**src/componentCount_settings.svh**
```systemverilog
`ifndef COMPONENTCOUNT_SETTINGS_SVH
`define COMPONENTCOUNT_SETTINGS_SVH

// Chain graph size and first-level group size
`define GRAPH_WIDTH 64
`define GROUP_WIDTH 4

// Stage latencies inside the ring
`define SEED_DEPTH 3
`define EXPLORE_DEPTH 4

// Entry register plus both stage blocks
`define RING_DEPTH (1 + `SEED_DEPTH + `EXPLORE_DEPTH)

`define TAG_WIDTH 8
`define COUNT_WIDTH 6

`endif

```
**src/componentCountPkg.sv**
```systemverilog
`default_nettype none

`include "componentCount_settings.svh"

package componentCountPkg;

    // One bit per chain node
    typedef logic [`GRAPH_WIDTH-1:0] graphT;

    typedef logic [`TAG_WIDTH-1:0] tagT;
    typedef logic [`COUNT_WIDTH-1:0] countT;

    typedef enum logic {
        slotFree = 1'b0,
        slotBusy = 1'b1
    } slotPhaseE;

    // Travels around the ring beside the graph
    typedef struct packed {
        slotPhaseE phase;
        countT     count;
        tagT       tag;
    } slotTokenT;

endpackage

`default_nettype wire

```
**src/delayLine.sv**
```systemverilog
`default_nettype none

`include "componentCount_settings.svh"

module delayLine #(
    parameter int CYCLES = 1,
    parameter int WIDTH = 1
) (
    input  logic             clk,
    input  logic             rstN,
    input  logic [WIDTH-1:0] d,
    output logic [WIDTH-1:0] q
);

    logic [WIDTH-1:0] stages [CYCLES];

    always_ff @(posedge clk or negedge rstN) begin
        if (!rstN) begin
            for (int i = 0; i < CYCLES; i++) begin
                stages[i] <= '0;
            end
        end else begin
            stages[0] <= d;
            for (int i = 1; i < CYCLES; i++) begin
                stages[i] <= stages[i-1];
            end
        end
    end

    assign q = stages[CYCLES-1];

endmodule

`default_nettype wire

```
**src/firstBitFinder.sv**
```systemverilog
`default_nettype none

`include "componentCount_settings.svh"

module firstBitFinder import componentCountPkg::*; (
    input  logic                                clk,
    input  logic                                rstN,
    input  graphT                               graph,
    output logic [`GRAPH_WIDTH/`GROUP_WIDTH-1:0] firstGroup,
    output logic                                isEmpty
);

    localparam int GW = `GROUP_WIDTH;
    localparam int NUM_GROUPS = `GRAPH_WIDTH / `GROUP_WIDTH;
    // A 16-bit block is GW groups of GW bits
    localparam int NUM_BLOCKS = NUM_GROUPS / GW;

    logic [NUM_GROUPS-1:0] hasBit4;
    logic [NUM_BLOCKS-1:0] hasBit16;
    logic [NUM_BLOCKS:0] noEarlier16;
    logic [NUM_GROUPS-1:0] firstGroupNext;

    // Stage 1
    always_ff @(posedge clk or negedge rstN) begin
        if (!rstN) begin
            hasBit4 <= '0;
        end else begin
            for (int g = 0; g < NUM_GROUPS; g++) begin
                hasBit4[g] <= |graph[g*GW +: GW];
            end
        end
    end

    // Stage 2, block flags and prefix chain
    always_comb begin
        logic lowerClear;
        noEarlier16[0] = 1'b1;
        for (int b = 0; b < NUM_BLOCKS; b++) begin
            hasBit16[b] = |hasBit4[b*GW +: GW];
            noEarlier16[b+1] = noEarlier16[b] && !hasBit16[b];
            lowerClear = noEarlier16[b];
            for (int k = 0; k < GW; k++) begin
                firstGroupNext[b*GW+k] = lowerClear;
                lowerClear = lowerClear && !hasBit4[b*GW+k];
            end
        end
    end

    always_ff @(posedge clk or negedge rstN) begin
        if (!rstN) begin
            firstGroup <= '0;
            isEmpty <= 1'b1;
        end else begin
            firstGroup <= firstGroupNext;
            isEmpty <= noEarlier16[NUM_BLOCKS];
        end
    end

endmodule

`default_nettype wire

```
**src/seedSelector.sv**
```systemverilog
`default_nettype none

`include "componentCount_settings.svh"

module seedSelector import componentCountPkg::*; (
    input  logic      clk,
    input  logic      rstN,
    input  graphT     graphIn,
    input  slotTokenT tokenIn,
    output graphT     graphOut,
    output graphT     seed,
    output slotTokenT tokenOut
);

    localparam int GW = `GROUP_WIDTH;
    localparam int NUM_GROUPS = `GRAPH_WIDTH / `GROUP_WIDTH;
    localparam int FINDER_DEPTH = `SEED_DEPTH - 1;

    logic [NUM_GROUPS-1:0] firstGroup;
    logic isEmpty;
    graphT graphD;
    slotTokenT tokenD;
    graphT seedNext;
    slotTokenT tokenNext;

    firstBitFinder i_firstBitFinder (
        .clk(clk),
        .rstN(rstN),
        .graph(graphIn),
        .firstGroup(firstGroup),
        .isEmpty(isEmpty)
    );

    // Side data waits for the finder
    delayLine #(.CYCLES(FINDER_DEPTH), .WIDTH(`GRAPH_WIDTH)) i_graphDelay (
        .clk(clk),
        .rstN(rstN),
        .d(graphIn),
        .q(graphD)
    );

    delayLine #(.CYCLES(FINDER_DEPTH), .WIDTH($bits(slotTokenT))) i_tokenDelay (
        .clk(clk),
        .rstN(rstN),
        .d(tokenIn),
        .q(tokenD)
    );

    // Lowest set bit of the first marked group
    always_comb begin
        logic taken;
        for (int g = 0; g < NUM_GROUPS; g++) begin
            taken = 1'b0;
            for (int k = 0; k < GW; k++) begin
                seedNext[g*GW+k] = firstGroup[g] && graphD[g*GW+k] && !taken;
                taken = taken || graphD[g*GW+k];
            end
        end
        tokenNext = tokenD;
        if (tokenD.phase == slotBusy && !isEmpty) begin
            tokenNext.count = tokenD.count + countT'(1);
        end
    end

    always_ff @(posedge clk or negedge rstN) begin
        if (!rstN) begin
            graphOut <= '0;
            seed <= '0;
            tokenOut <= '0;
        end else begin
            graphOut <= graphD;
            seed <= seedNext;
            tokenOut <= tokenNext;
        end
    end

    // At most one seed, and one whenever the graph still has nodes
    assert property (@(posedge clk) disable iff (!rstN)
        $onehot0(seed) && ((|seed) == (|graphOut)));

endmodule

`default_nettype wire

```
**src/runExplorer.sv**
```systemverilog
`default_nettype none

`include "componentCount_settings.svh"

module runExplorer import componentCountPkg::*; (
    input  logic      clk,
    input  logic      rstN,
    input  graphT     graph,
    input  graphT     seed,
    input  slotTokenT tokenIn,
    output graphT     reduced,
    output logic      runEnd,
    output slotTokenT tokenOut
);

    localparam int GW = `GROUP_WIDTH;
    localparam int NUM_GROUPS = `GRAPH_WIDTH / `GROUP_WIDTH;
    localparam int NUM_BLOCKS = NUM_GROUPS / GW;
    localparam int RUN_DEPTH = `EXPLORE_DEPTH - 1;

    graphT localRunN, prefixOnesN, localRun1, prefixOnes1, localRun2, prefixOnes2;
    logic [NUM_GROUPS-1:0] groupCarryN, groupFullN, groupCarry1, groupFull1;
    logic [NUM_GROUPS-1:0] cinBlkN, fullBelowN, cinBlk2, fullBelow2;
    logic [NUM_BLOCKS-1:0] blkCarryN, blkFullN, blkCarry2, blkFull2;
    graphT runN, run3, graphS3, reducedNext;

    delayLine #(.CYCLES(RUN_DEPTH), .WIDTH(`GRAPH_WIDTH)) i_graphDelay (
        .clk(clk), .rstN(rstN), .d(graph), .q(graphS3)
    );

    delayLine #(.CYCLES(`EXPLORE_DEPTH), .WIDTH($bits(slotTokenT))) i_tokenDelay (
        .clk(clk), .rstN(rstN), .d(tokenIn), .q(tokenOut)
    );

    // Stage 1, seed climbs inside each group
    always_comb begin
        logic chain;
        logic ones;
        for (int g = 0; g < NUM_GROUPS; g++) begin
            chain = 1'b0;
            ones = 1'b1;
            for (int k = 0; k < GW; k++) begin
                chain = graph[g*GW+k] && (seed[g*GW+k] || chain);
                ones = ones && graph[g*GW+k];
                localRunN[g*GW+k] = chain;
                prefixOnesN[g*GW+k] = ones;
            end
            groupCarryN[g] = chain;
            groupFullN[g] = ones;
        end
    end

    // Stage 2, carry over groups inside each 4-group block
    always_comb begin
        logic cin;
        logic below;
        for (int b = 0; b < NUM_BLOCKS; b++) begin
            cin = 1'b0;
            below = 1'b1;
            for (int j = 0; j < GW; j++) begin
                cinBlkN[b*GW+j] = cin;
                fullBelowN[b*GW+j] = below;
                cin = groupCarry1[b*GW+j] || (cin && groupFull1[b*GW+j]);
                below = below && groupFull1[b*GW+j];
            end
            blkCarryN[b] = cin;
            blkFullN[b] = below;
        end
    end

    // Stage 3, carry over blocks, then fill the entered groups from the bottom
    always_comb begin
        logic bcin;
        logic gcin;
        bcin = 1'b0;
        for (int b = 0; b < NUM_BLOCKS; b++) begin
            for (int j = 0; j < GW; j++) begin
                gcin = cinBlk2[b*GW+j] || (bcin && fullBelow2[b*GW+j]);
                runN[(b*GW+j)*GW +: GW] = localRun2[(b*GW+j)*GW +: GW]
                    | (prefixOnes2[(b*GW+j)*GW +: GW] & {GW{gcin}});
            end
            bcin = blkCarry2[b] || (bcin && blkFull2[b]);
        end
    end

    assign reducedNext = graphS3 & ~run3;

    always_ff @(posedge clk or negedge rstN) begin
        if (!rstN) begin
            {localRun1, prefixOnes1, groupCarry1, groupFull1} <= '0;
            {localRun2, prefixOnes2, cinBlk2, fullBelow2, blkCarry2, blkFull2} <= '0;
            run3 <= '0;
            reduced <= '0;
            runEnd <= 1'b1;
        end else begin
            {localRun1, prefixOnes1, groupCarry1, groupFull1}
                <= {localRunN, prefixOnesN, groupCarryN, groupFullN};
            {localRun2, prefixOnes2, cinBlk2, fullBelow2, blkCarry2, blkFull2}
                <= {localRun1, prefixOnes1, cinBlkN, fullBelowN, blkCarryN, blkFullN};
            run3 <= runN;
            reduced <= reducedNext;
            // Nothing left to take and nothing taken this trip
            runEnd <= !(|run3) && !(|reducedNext);
        end
    end

    // Run lies inside the graph, and exists exactly when a seed entered
    assert property (@(posedge clk) disable iff (!rstN)
        ((run3 & ~graphS3) == '0) && ((|run3) == $past(|seed, RUN_DEPTH)));

endmodule

`default_nettype wire

```
**src/componentCounter.sv**
```systemverilog
`default_nettype none

`include "componentCount_settings.svh"

module componentCounter import componentCountPkg::*; (
    input  logic  clk,
    input  logic  rstN,
    output logic  request,
    input  graphT graphIn,
    input  logic  graphInValid,
    input  tagT   tagIn,
    output logic  done,
    output countT countOut,
    output tagT   tagOut
);

    localparam int COUNT_LIMIT = `GRAPH_WIDTH / 2;

    graphT entryGraph;
    slotTokenT entryToken;
    graphT selGraph;
    graphT selSeed;
    slotTokenT selToken;
    graphT reduced;
    logic runEnd;
    slotTokenT retToken;
    logic ringLive;

    // Low while in reset, high from the first clock after it
    always_ff @(posedge clk or negedge rstN) begin
        if (!rstN) begin
            ringLive <= 1'b0;
        end else begin
            ringLive <= 1'b1;
        end
    end

    // Slot returning now is free or has finished
    assign request = ringLive && (retToken.phase == slotFree || runEnd);

    // Entry register closes the ring
    always_ff @(posedge clk or negedge rstN) begin
        if (!rstN) begin
            entryGraph <= '0;
            entryToken <= '0;
        end else if (request) begin
            entryGraph <= graphInValid ? graphIn : '0;
            entryToken.phase <= graphInValid ? slotBusy : slotFree;
            entryToken.count <= '0;
            entryToken.tag <= tagIn;
        end else begin
            entryGraph <= reduced;
            entryToken <= retToken;
        end
    end

    seedSelector i_seedSelector (
        .clk(clk),
        .rstN(rstN),
        .graphIn(entryGraph),
        .tokenIn(entryToken),
        .graphOut(selGraph),
        .seed(selSeed),
        .tokenOut(selToken)
    );

    runExplorer i_runExplorer (
        .clk(clk),
        .rstN(rstN),
        .graph(selGraph),
        .seed(selSeed),
        .tokenIn(selToken),
        .reduced(reduced),
        .runEnd(runEnd),
        .tokenOut(retToken)
    );

    always_ff @(posedge clk or negedge rstN) begin
        if (!rstN) begin
            done <= 1'b0;
        end else begin
            done <= (retToken.phase == slotBusy) && runEnd;
        end
    end

    // Result payload, qualified by done
    always_ff @(posedge clk) begin
        countOut <= retToken.count;
        tagOut <= retToken.tag;
    end

    // A finishing slot sat busy in the entry register one ring trip earlier
    assert property (@(posedge clk) disable iff (!rstN)
        done |-> $past(entryToken.phase, `RING_DEPTH) == slotBusy);

    assert property (@(posedge clk) !rstN |-> !request && !done);

    assert property (@(posedge clk) disable iff (!rstN)
        done |-> countOut <= COUNT_LIMIT);

    // An admitted graph is back at the entry one ring trip later, still busy
    assert property (@(posedge clk) disable iff (!rstN)
        request && graphInValid |-> ##(`RING_DEPTH)
            (retToken.phase == slotBusy) && (retToken.tag == $past(tagIn, `RING_DEPTH)));

endmodule

`default_nettype wire

```
**config.mk**
```make
export PLATFORM = sky130hd
export DESIGN_NAME = componentCounter
export DESIGN_NICKNAME = d
export VERILOG_FILES = /design/src/componentCountPkg.sv /design/src/delayLine.sv /design/src/firstBitFinder.sv /design/src/seedSelector.sv /design/src/runExplorer.sv /design/src/componentCounter.sv
export VERILOG_INCLUDE_DIRS = /design/src /design/src/src
export SDC_FILE = /design/constraint.sdc
export NUM_CORES = 1
export LEC_CHECK = 0
export BUFFER_PORTS_ARGS = -buffer_cell sky130_fd_sc_hd__buf_2
export CAP_MARGIN = 30
export CORE_UTILIZATION = 50
export DETAILED_ROUTE_END_ITERATION = 10
export GPL_ROUTABILITY_DRIVEN = 0
export PLACE_DENSITY_LB_ADDON = 0.2
export SYNTH_ARGS = -nofsm -noshare
export SYNTH_HDL_FRONTEND = slang
export SYNTH_SLANG_ARGS = --single-unit
```
**constraint.sdc**
```tcl
create_clock -name clk -period 2.66 [get_ports clk]
set_input_delay 0.133 -clock clk [delete_from_list [all_inputs] [get_ports clk]]
set_output_delay 0.133 -clock clk [all_outputs]
set_load 0.005 [all_outputs]
```
# Word level (Yosys, flattened, before mapping)
# Index checks and enable logic that the tools add are counted.
# op_classes
add_sub_neg	1
mux	5
n_bitwise	33
n_reduce_logical	470
# ops
operator	count
$logic_and A1 B1 Y1	278
$mux W64	2
$reduce_or A64 Y1	2
$logic_or A1 B1 Y1	103
$reduce_or A4 Y1	20
$logic_not A1 Y1	67
$and A64 B64 Y64	1
$not A64 Y64	1
$and A4 B4 Y4	15
$or A4 B4 Y4	15
$mux W15	1
$add A6 B1 Y6 const B	1
$mux W6	1
$mux W1	1
$not A1 Y1	1
# word_totals
ff_bits	1132
in_bits	75
output_inout_bits	16
elab_cells	549

# Logic depth before layout (Yosys ltp)
# Gate-level depths: netlist of the first run.
# logic_depth
ltp_word	8
ltp_mapped	6
ltp_nobuf	5

# Modules after synthesis
# Synthesis of the first run repeated with hierarchy kept, for this count alone.
# unflattened
cells_unflattened	1930
area_unflattened_um2	32748.9
# modules_own_cells
module	instances	cells_per_inst	area_per_inst_um2
runExplorer	1	711	12116.6
delayLine (i_runExplorer.i_graphDelay)	1	256	5285.1
seedSelector	1	253	4391.7
componentCounter	1	324	3702.3
delayLine (i_seedSelector.i_graphDelay)	1	192	3683.5
delayLine (i_runExplorer.i_tokenDelay)	1	75	1614.0
firstBitFinder	1	74	1092.3
delayLine (i_seedSelector.i_tokenDelay)	1	45	863.3

# Worst setup path before layout of the first run
# No wires, ideal clock.
# synth_path
path_type	register -> register
start	reg i_runExplorer.i_graphDelay.stages (netlist bit i_runExplorer.i_graphDelay.q[45])
end	reg i_runExplorer.runEnd
setup_time_ns	0.090
t_arrival_ns	1.403
required_ns	2.570
slack_ns	1.167
path_stages_with_launch	6
n_path_buf	0
period_less_slack_ns	1.493
cell_sequence	dfrtp_1 > nor2b_1 > or4_1 > nor2_1 > nand4_1 > nor4_2
# synth_between
elab_chain_len	4
# synth_lines
element	line	text
start, declared	delayLine.sv:15	logic [WIDTH-1:0] stages [CYCLES];
start signal, assigned by index	delayLine.sv:25	stages[i] <= stages[i-1];
$and A64 B64 Y64	runExplorer.sv:86	assign reducedNext = graphS3 & ~run3;
via i_runExplorer.reducedNext[45]	runExplorer.sv:25	graphT runN, run3, graphS3, reducedNext;
$reduce_or A64 Y1	runExplorer.sv:103	runEnd <= !(|run3) && !(|reducedNext);
$logic_not A1 Y1	runExplorer.sv:103	
$logic_and A1 B1 Y1	runExplorer.sv:103	
end signal, assigned	runExplorer.sv:103	
end, declared	runExplorer.sv:12	output logic runEnd,
# The timed path passes the listed nets, and every way through them passes these cells.

# Final worst setup path of the first run
# layout_path
start	reg i_runExplorer.run3[26]
end	reg i_runExplorer.runEnd
# layout_between
elab_chain_len	5
elab_cells_between_ends	7
cone_classes	2 x bitwise; 5 x reduce/logical
# layout_lines
element	line	text
start, declared	runExplorer.sv:25	
start signal, assigned	runExplorer.sv:100	run3 <= runN;
$not A64 Y64	runExplorer.sv:86	
$and A64 B64 Y64	runExplorer.sv:86	
via i_runExplorer.reducedNext[26]	runExplorer.sv:25	
$reduce_or A64 Y1	runExplorer.sv:103	
$logic_not A1 Y1	runExplorer.sv:103	
$logic_and A1 B1 Y1	runExplorer.sv:103	
# The timed path passes the listed nets, and every way through them passes these cells.

==> results of run 1 <==
power groups by stage:
stage / logic, uW / clock network [uW] / registers [uW]
final: 1380 / 14100 / 17900
after detailed placement: 1330 / 0 / 18200
after floorplan: 528 / 0 / 17900
after global placement: 1310 / 0 / 18200
after global routing: 1570 / 15200 / 18100
after CTS: 1430 / 14500 / 17900
routing by layer:
layer	share of wire (%)	GRT usage, %	routed length [um]
met3	4.1	3.76	2260
met5	0	0	0
met4	2.2	5.76	1230
met1	45	27.2	24800
met2	49	30.2	26700
cell families (layout without fill, tap and decap cells):
logic type,count (synthesis),count (layout),synth area share (%)
mux,1,1,0.0372
fa+ha+maj,1,1,0.0413
xor+xnor,5,5,0.145
other cells,1,1,0.0124
flops,1046,1046,86.3
compound gates,196,196,4.33
buf+inv,47,405,0.616
simple gates,462,462,8.53
tightest hold or removal path, cell delays in order:
cell,delay (ns)
sky130_fd_sc_hd__buf_2,0.11
sky130_fd_sc_hd__buf_12,0.21
sky130_fd_sc_hd__nand2_1,0.10
sky130_fd_sc_hd__o21ai_0,0.07
final cells by class:
class / count / share of cell area (%)
Clock buffer: 144 / 8.11
Clock inverter: 37 / 1.24
Inverter: 22 / 0.228
Multi-Input combinational cell: 666 / 11.0
Sequential cell: 1046 / 72.0
Tap cell: 773 / 2.67
Timing Repair Buffer: 202 / 4.76
synthesized netlist by cell type (all sizes together):
cell type / n
a21o: 78
a31o: 4
and2: 76
and2b: 8
and3: 18
and4: 2
and4bb: 1
buf: 8
clkbuf: 17
conb: 1
dfrtp: 1030
dfstp: 2
dfxtp: 14
ha: 1
inv: 22
mux2: 1
nand2: 160
nand2b: 17
nand3: 1
nand4: 6
nor2: 24
nor2b: 59
nor3: 5
nor3b: 16
nor4: 33
nor4b: 16
o21a: 48
o21ai: 66
or2: 1
or4: 19
xnor2: 3
xor2: 2
stage by stage:
stage	hold WS (ns)	worst slack (ns)	util, %	instance area, um2	cells
2_1_floorplan	-0.163	1.17	-	30300	1759
3_3_place_gp	0.135	0.552	54.1	32100	2635
3_5_place_dp	0.124	0.526	54.1	32100	2635
4_1_cts	0.0143	0.535	61.1	36200	2890
5_1_grt	0.0422	0.508	61.1	36200	2890
6_report	0.0514	0.547	61.1	36200	2890
worst max path at each step:
stage               depth (start not counted)                        endpoint                                       start  slack [ns]
global route                                5  i_runExplorer.runEnd$_DFF_PN1_            i_runExplorer.run3[51]$_DFF_PN0_        0.51
finish                                      4  i_runExplorer.runEnd$_DFF_PN1_            i_runExplorer.run3[26]$_DFF_PN0_        0.55
floorplan                                   5  i_runExplorer.runEnd$_DFF_PN1_  i_runExplorer.i_graphDelay.q[45]$_DFF_PN0_        1.17
global placement                            5  i_runExplorer.runEnd$_DFF_PN1_            i_runExplorer.run3[51]$_DFF_PN0_        0.55
CTS                                         4  i_runExplorer.runEnd$_DFF_PN1_            i_runExplorer.run3[26]$_DFF_PN0_        0.53
detailed placement                          4  i_runExplorer.runEnd$_DFF_PN1_            i_runExplorer.run3[26]$_DFF_PN0_        0.53
==> out/summary.log, run 1 <==
[power] fraction of power spent switching nets 21.5%
[finish] most common library cell in the layout ignoring fill and taps sky130_fd_sc_hd__dfrtp_1
[power] total power divided by cell area 922 mW/mm2
[finish] total area of multi-input combinational cells 0.00398 mm2
[clock_tree] sink count of the clock tree 1046
[floorplanning] floorplan die height 248 um
[floorplanning] row cnt 89
[sta] maximum clock rate 0.473 GHz
[drt] number of DRC markers after the initial detailed-route iteration 908
[finish] register containing the most flip-flops in the final layout i_runExplorer.i_graphDelay.stages
[placed_design] HPWL Detailed 35900 um
[synth] largest area contributor in the synthesized netlist sky130_fd_sc_hd__dfrtp_1
[synth] FF+latch count, synth 1046
[min_path] Hold EP entryGraph[8]$_DFF_PN0_
[setup_path] Data required, critical path 3.20 ns
[synth] Avg Inst Size Synth 17.2 um2
[clock_tree] number of buffers inserted during clock tree synthesis 98
[power] sum of internal, switching and leakage power 33400 uW
[power] Net Switching 7180 uW
[finish] area growth from synthesis to layout 19.8%
[finish] most used cells in the layout excluding fill and tap cells sky130_fd_sc_hd__dfrtp_1, sky130_fd_sc_hd__nand2_1, sky130_fd_sc_hd__clkbuf_16
[synth] synthesized cell area 0.0303 mm2
[drt] DRT antenna net count 0
[clock_tree] clock input transition at the sequential cells of the worst setup and hold paths 0.06 ns
[grt] total track usage 19.1%
[setup_path] cell family with the largest share of critical-path delay simple AND/OR/NAND/NOR gates
[floorplanning] area of the placeable core 0.0594 mm2
[min_path] source of the worst hold timing path graphInValid
[setup_path] Critical R2R Capture i_runExplorer.runEnd$_DFF_PN1_
[power] cell-internal power 26300 uW
[drt] number of optimization iterations in the first detailed-route pass 4
[finish] flip-flop count of the largest register after layout 103
[floorplanning] Total Die Area 0.0615 mm2
[setup_path] CP Data Arrival Time 2.65 ns
[placed_design] Port Buffer Count 90
[floorplanning] Chip Width 248 um
[drt] number of design rule violations left after detail routing 0
[setup_path] setup slack, reg-to-reg 0.55 ns
[clock_tree] buffer depth of the longest clock path 3
[setup_path] CP max stage cell sky130_fd_sc_hd__nor4_1
[sta] total of endpoints with negative setup slack in the final report 0
[finish] share of final-layout standard cells stronger than drive strength 1 14.7%
[grt] total overflow reported by the global router 0
[setup_path] Critical Path, Cell by Cell and2b_2 -> nor4_1 -> nand4_1 -> nor4_2
[clock_tree] CTS Root Buffer Type sky130_fd_sc_hd__clkbuf_16
[setup_path] CP bufs+invs 0
[floorplanning] Top Ports 91
[clock_tree] number of buffers inserted for hold repair after clock tree synthesis 74
[finish] count of inserted antenna diode cells 0
[setup_path] crit path capture type register
[sta] Final Hold Fails 0
[drt] Routed WL 54900 um
[synth] ranking of synthesized cells by area sky130_fd_sc_hd__dfrtp_1, sky130_fd_sc_hd__nand2_1, sky130_fd_sc_hd__a21o_1, sky130_fd_sc_hd__and2_1, sky130_fd_sc_hd__nor2b_1
[setup_path] origin of the critical flop-to-flop path i_runExplorer.run3[26]$_DFF_PN0_
[power] register share of total power 53.6%
[synth] syn nets 1835
[setup_path] maximum fanout along the worst path 2
[sta] final worst-path cycle share 79.4%
[drt] average detailed-routed wire length per instance 19.0 um
[clock_tree] latest clock arrival within the worst-skew pair 0.63 ns
[job] max-cap violation count 0
[sta] slew at the pin with the worst max-slew slack 1.03 ns
[clock_tree] clock tree from TritonCTS built
[synth] area share of the leading cell type in the synthesized netlist 85.2%
[grt] vias in the first global route 15.3k
[sta] unrepaired setup endpoints after global routing no
[drt] via/cell ratio 4.84
[setup_path] CP startpoint kind register
[synth] number of cells produced by synthesis 1759
[synth] fraction of the yosys area taken by sequential cells 86.3%
[clock_tree] post-CTS setup repair buffer count 0
[sta] number of pins exceeding their max-slew limit in the final report 0
[grt] number of antenna violations at the first check in global routing 0
[power] largest voltage drop on the vdd net 727 uV
[clock_tree] CTS H-tree depth 3
[sta] post-route minimum period 2.11 ns
[power] leakage power figure 0.0187 uW
[min_path] Worst Hold Depth 4
[synth] count of unique library cells instantiated by Yosys 38
[sta] TNS Setup 0 ns
[grt] maximum number of pins on one net before global-route repair 100
[clock_tree] post-CTS sizing 0
[power] relative contribution of combinational cells to total power 4.1%
[sta] Max-Slew Margin vs Limit 30.6%
[power] part of the total power dissipated in the clock network 42.3%
[synth] Synth warnings 0
[min_path] class of the tightest hold or removal check primary input to register
[setup_path] CP max stage delay 0.87 ns
[finish] sequential cell area in the final layout 0.0261 mm2
[sta] clock skew 0.0246 ns
[status] status complete, no violations
[setup_path] Crit Path Class register to register
[drt] via count 14.0k
[floorplanning] Initial Util 51.0%
[setup_path] depth of the worst register-to-register path 4
[finish] net count reported at finish 2112
[grt] first-pass GRT wire length 86500 um
[finish] number of inserted filler cells in the final layout 4274
(Power assumes the default switching activity.)
==> inputs of run 2 (changes only) <==
Clock period 2.66 ns to 2.1 ns, I/O delays scaled along.
==> out/summary.log, run 2 (same netlist as run 1, synthesis figures left out) <==
[setup_path] Critical Path, Cell by Cell nor4_2 -> nand4_1 -> nor3_1 -> nand4_1 -> nor4_2
[sta] unrepaired setup endpoints after global routing no
[placed_design] Port Buffer Count 90 [unchanged]
[power] relative contribution of combinational cells to total power 4.3% [+0.2 points]
[grt] number of antenna violations at the first check in global routing 0 [unchanged]
[drt] via/cell ratio 4.83 [-0.20%]
[power] largest voltage drop on the vdd net 676 uV [-6.9%]
[finish] area growth from synthesis to layout 20.4%
[floorplanning] row cnt 89 [unchanged]
[power] register share of total power 54.2% [+0.6 points]
[clock_tree] sink count of the clock tree 1046 [unchanged]
[setup_path] CP Data Arrival Time 2.51 ns [-0.14 ns]
[sta] Max-Slew Margin vs Limit 52.3% [+22 points]
[floorplanning] Chip Width 248 um [unchanged]
[drt] number of DRC markers after the initial detailed-route iteration 887 [-2.3%]
[drt] average detailed-routed wire length per instance 18.8 um [-1.0%]
[finish] share of final-layout standard cells stronger than drive strength 1 15.3% [+0.58 points]
[floorplanning] Top Ports 91 [unchanged]
[finish] most used cells in the layout excluding fill and tap cells sky130_fd_sc_hd__dfrtp_1, sky130_fd_sc_hd__nand2_1, sky130_fd_sc_hd__clkbuf_16
[finish] sequential cell area in the final layout 0.0261 mm2 [unchanged]
[finish] total area of multi-input combinational cells 0.00400 mm2 [+0.47%]
[job] max-cap violation count 0 [unchanged]
[grt] maximum number of pins on one net before global-route repair 116 [+16%]
[grt] total overflow reported by the global router 0 [unchanged]
[sta] clock skew 0.0157 ns [-0.00886 ns]
[clock_tree] number of buffers inserted during clock tree synthesis 99 [+1.0%]
[sta] post-route minimum period 1.97 ns [-0.142 ns]
[drt] number of optimization iterations in the first detailed-route pass 5 [+1]
[setup_path] Data required, critical path 2.64 ns [-0.56 ns]
[clock_tree] CTS H-tree depth 3 [unchanged]
[clock_tree] buffer depth of the longest clock path 3 [unchanged]
[sta] total of endpoints with negative setup slack in the final report 0 [unchanged]
[finish] flip-flop count of the largest register after layout 103 [unchanged]
[min_path] Worst Hold Depth 4 [unchanged]
[floorplanning] Initial Util 51.0% [unchanged]
[finish] area of all placed cells without fillers 0.0364 mm2 [+0.52%]
[setup_path] crit path capture type register
[setup_path] CP max stage delay 0.50 ns [-0.37 ns]
[sta] final worst-path cycle share 93.8% [+14 points]
[placed_design] area of placed instances 0.0321 mm2 [about the same]
[setup_path] depth of the worst register-to-register path 5 [+1]
[sta] number of pins exceeding their max-slew limit in the final report 0 [unchanged]
[drt] number of design rule violations left after detail routing 0 [unchanged]
[sta] Final Hold Fails 0 [unchanged]
[drt] via count 14.2k [+1.1%]
[setup_path] setup slack, reg-to-reg 0.13 ns [-0.42 ns]
[finish] register containing the most flip-flops in the final layout i_runExplorer.i_graphDelay.stages
[power] part of the total power dissipated in the clock network 41.5% [-0.8 points]
[clock_tree] latest clock arrival within the worst-skew pair 0.63 ns [about the same]
[clock_tree] clock tree from TritonCTS built
[power] total power divided by cell area 1150 mW/mm2 [+25%]
[finish] final core utilization 61.4% [+0.32 points]
[grt] vias in the first global route 15.5k [+1.6%]
[floorplanning] floorplan die height 248 um [unchanged]
[power] fraction of power spent switching nets 21.8% [+0.31 points]
[placed_design] HPWL Detailed 35700 um [-0.40%]
[finish] count of inserted antenna diode cells 0 [unchanged]
[setup_path] Crit Path Class register to register
[drt] DRT antenna net count 0 [unchanged]
[finish] net count reported at finish 2148 [+1.7%]
[clock_tree] CTS Root Buffer Type sky130_fd_sc_hd__clkbuf_16
[floorplanning] area of the placeable core 0.0594 mm2 [unchanged]
[finish] most common library cell in the layout ignoring fill and taps sky130_fd_sc_hd__dfrtp_1
[min_path] class of the tightest hold or removal check primary input to register
[power] sum of internal, switching and leakage power 41900 uW [+25%]
[grt] first-pass GRT wire length 87200 um [+0.81%]
[setup_path] CP max stage cell sky130_fd_sc_hd__nor4_2
[setup_path] cell family with the largest share of critical-path delay simple AND/OR/NAND/NOR gates
[setup_path] maximum fanout along the worst path 2 [unchanged]
[sta] slew at the pin with the worst max-slew slack 0.709 ns [-0.324 ns]
[power] Net Switching 9120 uW [+27%]
[setup_path] count of cell instances traversed by the critical path 5 [+1]
[sta] maximum clock rate 0.507 GHz [+7.2%]
[status] status complete, no violations
[floorplanning] Total Die Area 0.0615 mm2 [unchanged]
[drt] Routed WL 55100 um [+0.30%]
[finish] number of inserted filler cells in the final layout 4285 [+0.26%]
[clock_tree] clock input transition at the sequential cells of the worst setup and hold paths 0.06 ns [about the same]
[setup_path] CP startpoint kind register
[setup_path] CP bufs+invs 0 [unchanged]
[power] leakage power figure 0.0187 uW [+0.30%]
[power] cell-internal power 32800 uW [+25%]
[grt] total track usage 19.3% [+0.15 points]
run 2: metrics by stage:
stage	TNS (ns)	worst slack (ns)	cells	hold slack [ns]
6_report	0	0.129	2928	0.0396
5_1_grt	0	0.0199	2928	0.0192
4_1_cts	0	0.104	2928	0.000525
3_5_place_dp	-0.179	-0.179	2645	0.0361
3_3_place_gp	-0.132	-0.132	2645	0.0371
2_1_floorplan	0	0.607	1759	-0.191
run 2: power groups by stage:
stage	Combinational, uW	Sequential [uW]	Clock, uW
after floorplan	668	22700	0
after global placement	1640	23000	0
after detailed placement	1670	23100	0
after CTS	1830	22700	17900
after global routing	2020	22900	18700
final	1790	22700	17400
run 2: routing by layer:
metal | wire [um] | vias up | global-route usage (%)
met5 | 0 | - | 0
met4 | 1210 | 0 | 5.76
met3 | 2040 | 96 | 3.97
met2 | 26900 | 201 | 30.8
met1 | 24900 | 7448 | 27.0
li1 | - | 6411 | -
run 2: timing repair:
item                                   4_1_cts  5_1_grt
buffers inserted                             1        0
hold buffers                                98        0
pin swaps                                    1        0
gates resized for setup                      2        1
cloned                                       0        0
setup endpoints to repair                    2        1
endpoints found under the hold margin      896        0
run 2: final cells by class:
| type | count | share of cell area (%) |
|---|---|---|
| clock buffer | 147 | 8.15 |
| clock inverter | 37 | 0.841 |
| inverter | 22 | 0.227 |
| multi-input combinational | 666 | 11.0 |
| sequential | 1046 | 71.7 |
| tap | 773 | 2.65 |
| timing repair buffer | 237 | 5.51 |
run 2: path summary, 6_finish.rpt:
path,startpoint,end
setup reg to reg,i_runExplorer.run3[32]$_DFF_PN0_,i_runExplorer.runEnd$_DFF_PN1_
hold / removal,graphInValid,entryGraph[25]$_DFF_PN0_
max in group asynchronous,rstN,i_runExplorer.localRun2[4]$_DFF_PN0_
min in group asynchronous,rstN,i_seedSelector.i_graphDelay.q[61]$_DFF_PN0_
setup / recovery,i_runExplorer.run3[32]$_DFF_PN0_,i_runExplorer.runEnd$_DFF_PN1_
hold reg to reg,i_runExplorer.localRun1[14]$_DFF_PN0_,i_runExplorer.localRun2[14]$_DFF_PN0_
run 2: worst reg2reg max path: cells and delay by family (launching register included):
kind             cells  cell delay, ns
AND/OR/NAND/NOR      5            1.49
flip-flops           1            0.39
==> inputs of run 3 (changes only) <==
Clock period 2.1 ns to 2.05 ns, I/O delays scaled along.
==> out/summary.log, run 3 (same netlist as run 1, synthesis figures left out) <==
[status] status complete, no violations
[setup_path] Critical R2R Capture i_runExplorer.runEnd$_DFF_PN1_
[drt] DRT antenna net count 0 [unchanged]
[finish] flip-flop count of the largest register after layout 103 [unchanged]
[floorplanning] Top Ports 91 [unchanged]
[floorplanning] area of the placeable core 0.0594 mm2 [unchanged]
[floorplanning] row cnt 89 [unchanged]
[sta] TNS Setup 0 ns [unchanged]
[sta] Final Hold Fails 0 [unchanged]
[grt] total track usage 19.4% [+0.11 points]
[job] max-cap violation count 0 [unchanged]
[setup_path] crit path launch i_runExplorer.run3[51]$_DFF_PN0_
[setup_path] CP max stage cell sky130_fd_sc_hd__dfrtp_1
[sta] maximum clock rate 0.493 GHz [-2.9%]
[setup_path] count of cell instances traversed by the critical path 5 [unchanged]
[sta] final worst-path cycle share 99.0% [+5.2 points]
[placed_design] Port Buffer Count 90 [unchanged]
[clock_tree] CTS H-tree depth 3 [unchanged]
[sta] number of pins exceeding their max-slew limit in the final report 0 [unchanged]
[finish] most common library cell in the layout ignoring fill and taps sky130_fd_sc_hd__dfrtp_1
[sta] total of endpoints with negative setup slack in the final report 0 [unchanged]
[setup_path] setup slack, reg-to-reg 0.02 ns [-0.11 ns]
[power] leakage power figure 0.0187 uW [-0.17%]
[sta] WHS 0.0541 ns [+0.0146 ns]
[floorplanning] Total Die Area 0.0615 mm2 [unchanged]
[setup_path] cell family with the largest share of critical-path delay simple AND/OR/NAND/NOR gates
[drt] via/cell ratio 4.87 [+0.81%]
[finish] number of inserted filler cells in the final layout 4331 [+1.1%]
[floorplanning] Initial Util 51.0% [unchanged]
[drt] via count 14.2k [+0.014%]
[setup_path] CP Data Arrival Time 2.57 ns [+0.06 ns]
[setup_path] origin of the critical flop-to-flop path i_runExplorer.run3[51]$_DFF_PN0_
[clock_tree] number of buffers inserted during clock tree synthesis 96 [-3.0%]
[sta] clock skew 0.0261 ns [+0.0103 ns]
[clock_tree] sink count of the clock tree 1046 [unchanged]
[finish] area growth from synthesis to layout 20.1%
[finish] final core utilization 61.2% [-0.13 points]
[finish] net count reported at finish 2134 [-0.65%]
[sta] Max-Slew Margin vs Limit 59.4% [+7.1 points]
[sta] slew at the pin with the worst max-slew slack 0.604 ns [-0.105 ns]
[floorplanning] floorplan die height 248 um [unchanged]
[setup_path] CP startpoint kind register
[setup_path] CP bufs+invs 0 [unchanged]
[clock_tree] clock input transition at the sequential cells of the worst setup and hold paths 0.06 ns [about the same]
[finish] register containing the most flip-flops in the final layout i_runExplorer.i_graphDelay.stages
[min_path] class of the tightest hold or removal check primary input to register
[setup_path] CP max stage delay 0.46 ns [-0.04 ns]
[finish] Final Instance Count excl. Fillers 2905 [-0.79%]
[clock_tree] CTS Root Buffer Type sky130_fd_sc_hd__clkbuf_16
[setup_path] depth of the worst register-to-register path 5 [unchanged]
[drt] number of design rule violations left after detail routing 0 [unchanged]
[setup_path] crit path capture type register
[finish] count of inserted antenna diode cells 0 [unchanged]
[grt] first-pass GRT wire length 88000 um [+0.86%]
[grt] total overflow reported by the global router 0 [unchanged]
[grt] vias in the first global route 15.7k [+0.89%]
[clock_tree] latest clock arrival within the worst-skew pair 0.63 ns [about the same]
[clock_tree] clock tree from TritonCTS built
[setup_path] Data required, critical path 2.59 ns [-0.05 ns]
[sta] unrepaired setup endpoints after global routing no
[drt] number of optimization iterations in the first detailed-route pass 4 [-1]
[grt] maximum number of pins on one net before global-route repair 104 [-10%]
[power] total power divided by cell area 1190 mW/mm2 [+3.3%]
[drt] number of DRC markers after the initial detailed-route iteration 914 [+3.0%]
[setup_path] crit path to i_runExplorer.runEnd$_DFF_PN1_
[setup_path] Critical Path, Cell by Cell nor4_2 -> nand4_1 -> nor3_1 -> nand4_1 -> nor4_2
[clock_tree] buffer depth of the longest clock path 3 [unchanged]
[finish] share of final-layout standard cells stronger than drive strength 1 15.1% [-0.26 points]
[grt] number of antenna violations at the first check in global routing 1 [+1]
[finish] most used cells in the layout excluding fill and tap cells sky130_fd_sc_hd__dfrtp_1, sky130_fd_sc_hd__nand2_1, sky130_fd_sc_hd__clkbuf_16
[drt] Routed WL 55300 um [+0.42%]
[drt] average detailed-routed wire length per instance 19.0 um [+1.2%]
[sta] post-route minimum period 2.03 ns [+0.0591 ns]
[floorplanning] Chip Width 248 um [unchanged]
[placed_design] # placed instances 2646 [+0.038%]
[setup_path] maximum fanout along the worst path 2 [unchanged]
[placed_design] HPWL Detailed 35900 um [+0.47%]
[setup_path] Crit Path Class register to register
[power] largest voltage drop on the vdd net 720 uV [+6.5%]
==> run 3: routing by layer <==
layer  track usage (%)  vias up  share of wire (%)
li1                  -     6368                  -
met1              27.2     7478                 44
met2              31.1      208                 49
met3              3.90      104                4.1
met4              5.68        0                2.5
met5                 0        -                  0
==> run 3: worst min path at each step <==
stage,endpoint,slack [ns],startpoint,cells after the start
detailed placement,i_seedSelector.i_graphDelay.stages[125]$_DFF_PN0_,0.04,rstN,1
finish,entryGraph[55]$_DFF_PN0_,0.05,graphInValid,3
CTS,entryGraph[54]$_DFF_PN0_,0.03,graphInValid,3
global placement,i_seedSelector.i_graphDelay.stages[125]$_DFF_PN0_,0.04,rstN,1
floorplan,done$_DFF_PN0_,-0.19,rstN,0
global route,entryGraph[54]$_DFF_PN0_,0.06,graphInValid,3
==> run 3: what timing repair did <==
action / in CTS / in global routing
setup buffers: 0 / 3
pin swaps: 0 / 0
setup endpoints to repair: 1 / 1
hold endpoints to repair: 905 / 0
hold buffers: 84 / 0
resized for setup: 2 / 1
==> run 3: per-stage QoR <==
| step | cell area (um2) | worst slack [ns] | total power [uW] |
|---|---|---|---|
| finish | 36400 | 0.0202 | 43200 |
| global route | 36400 | 0.00727 | 44900 |
| CTS | 36300 | 0.0134 | 43700 |
| detailed placement | 32200 | -0.0548 | 25400 |
| global placement | 32200 | 0.0410 | 25300 |
| floorplan | 30300 | 0.557 | 23900 |
==> run 3: where the power goes <==
part	switching, uW	total (uW)	internal (uW)
clock network	7270	18100	10800
registers	835	23200	22400
logic	1120	1850	724
==> run 3: layout make-up <==
type / count / area [um2] / area share (%)
Sequential cell: 1046 / 26100 / 71.8
Multi-Input combinational cell: 666 / 3990 / 11.0
Clock buffer: 140 / 2860 / 7.87
Timing Repair Buffer: 226 / 1930 / 5.30
Tap cell: 773 / 967 / 2.66
Clock inverter: 32 / 417 / 1.15
Inverter: 22 / 86.3 / 0.237
==> run 3: worst register-to-register path: stages (launching register included) <==
cell and delay [ns]:
sky130_fd_sc_hd__dfrtp_1 0.46, sky130_fd_sc_hd__nor4_2 0.43, sky130_fd_sc_hd__nand4_1 0.27, sky130_fd_sc_hd__nor3_1 0.23
sky130_fd_sc_hd__nand4_1 0.22, sky130_fd_sc_hd__nor4_2 0.32
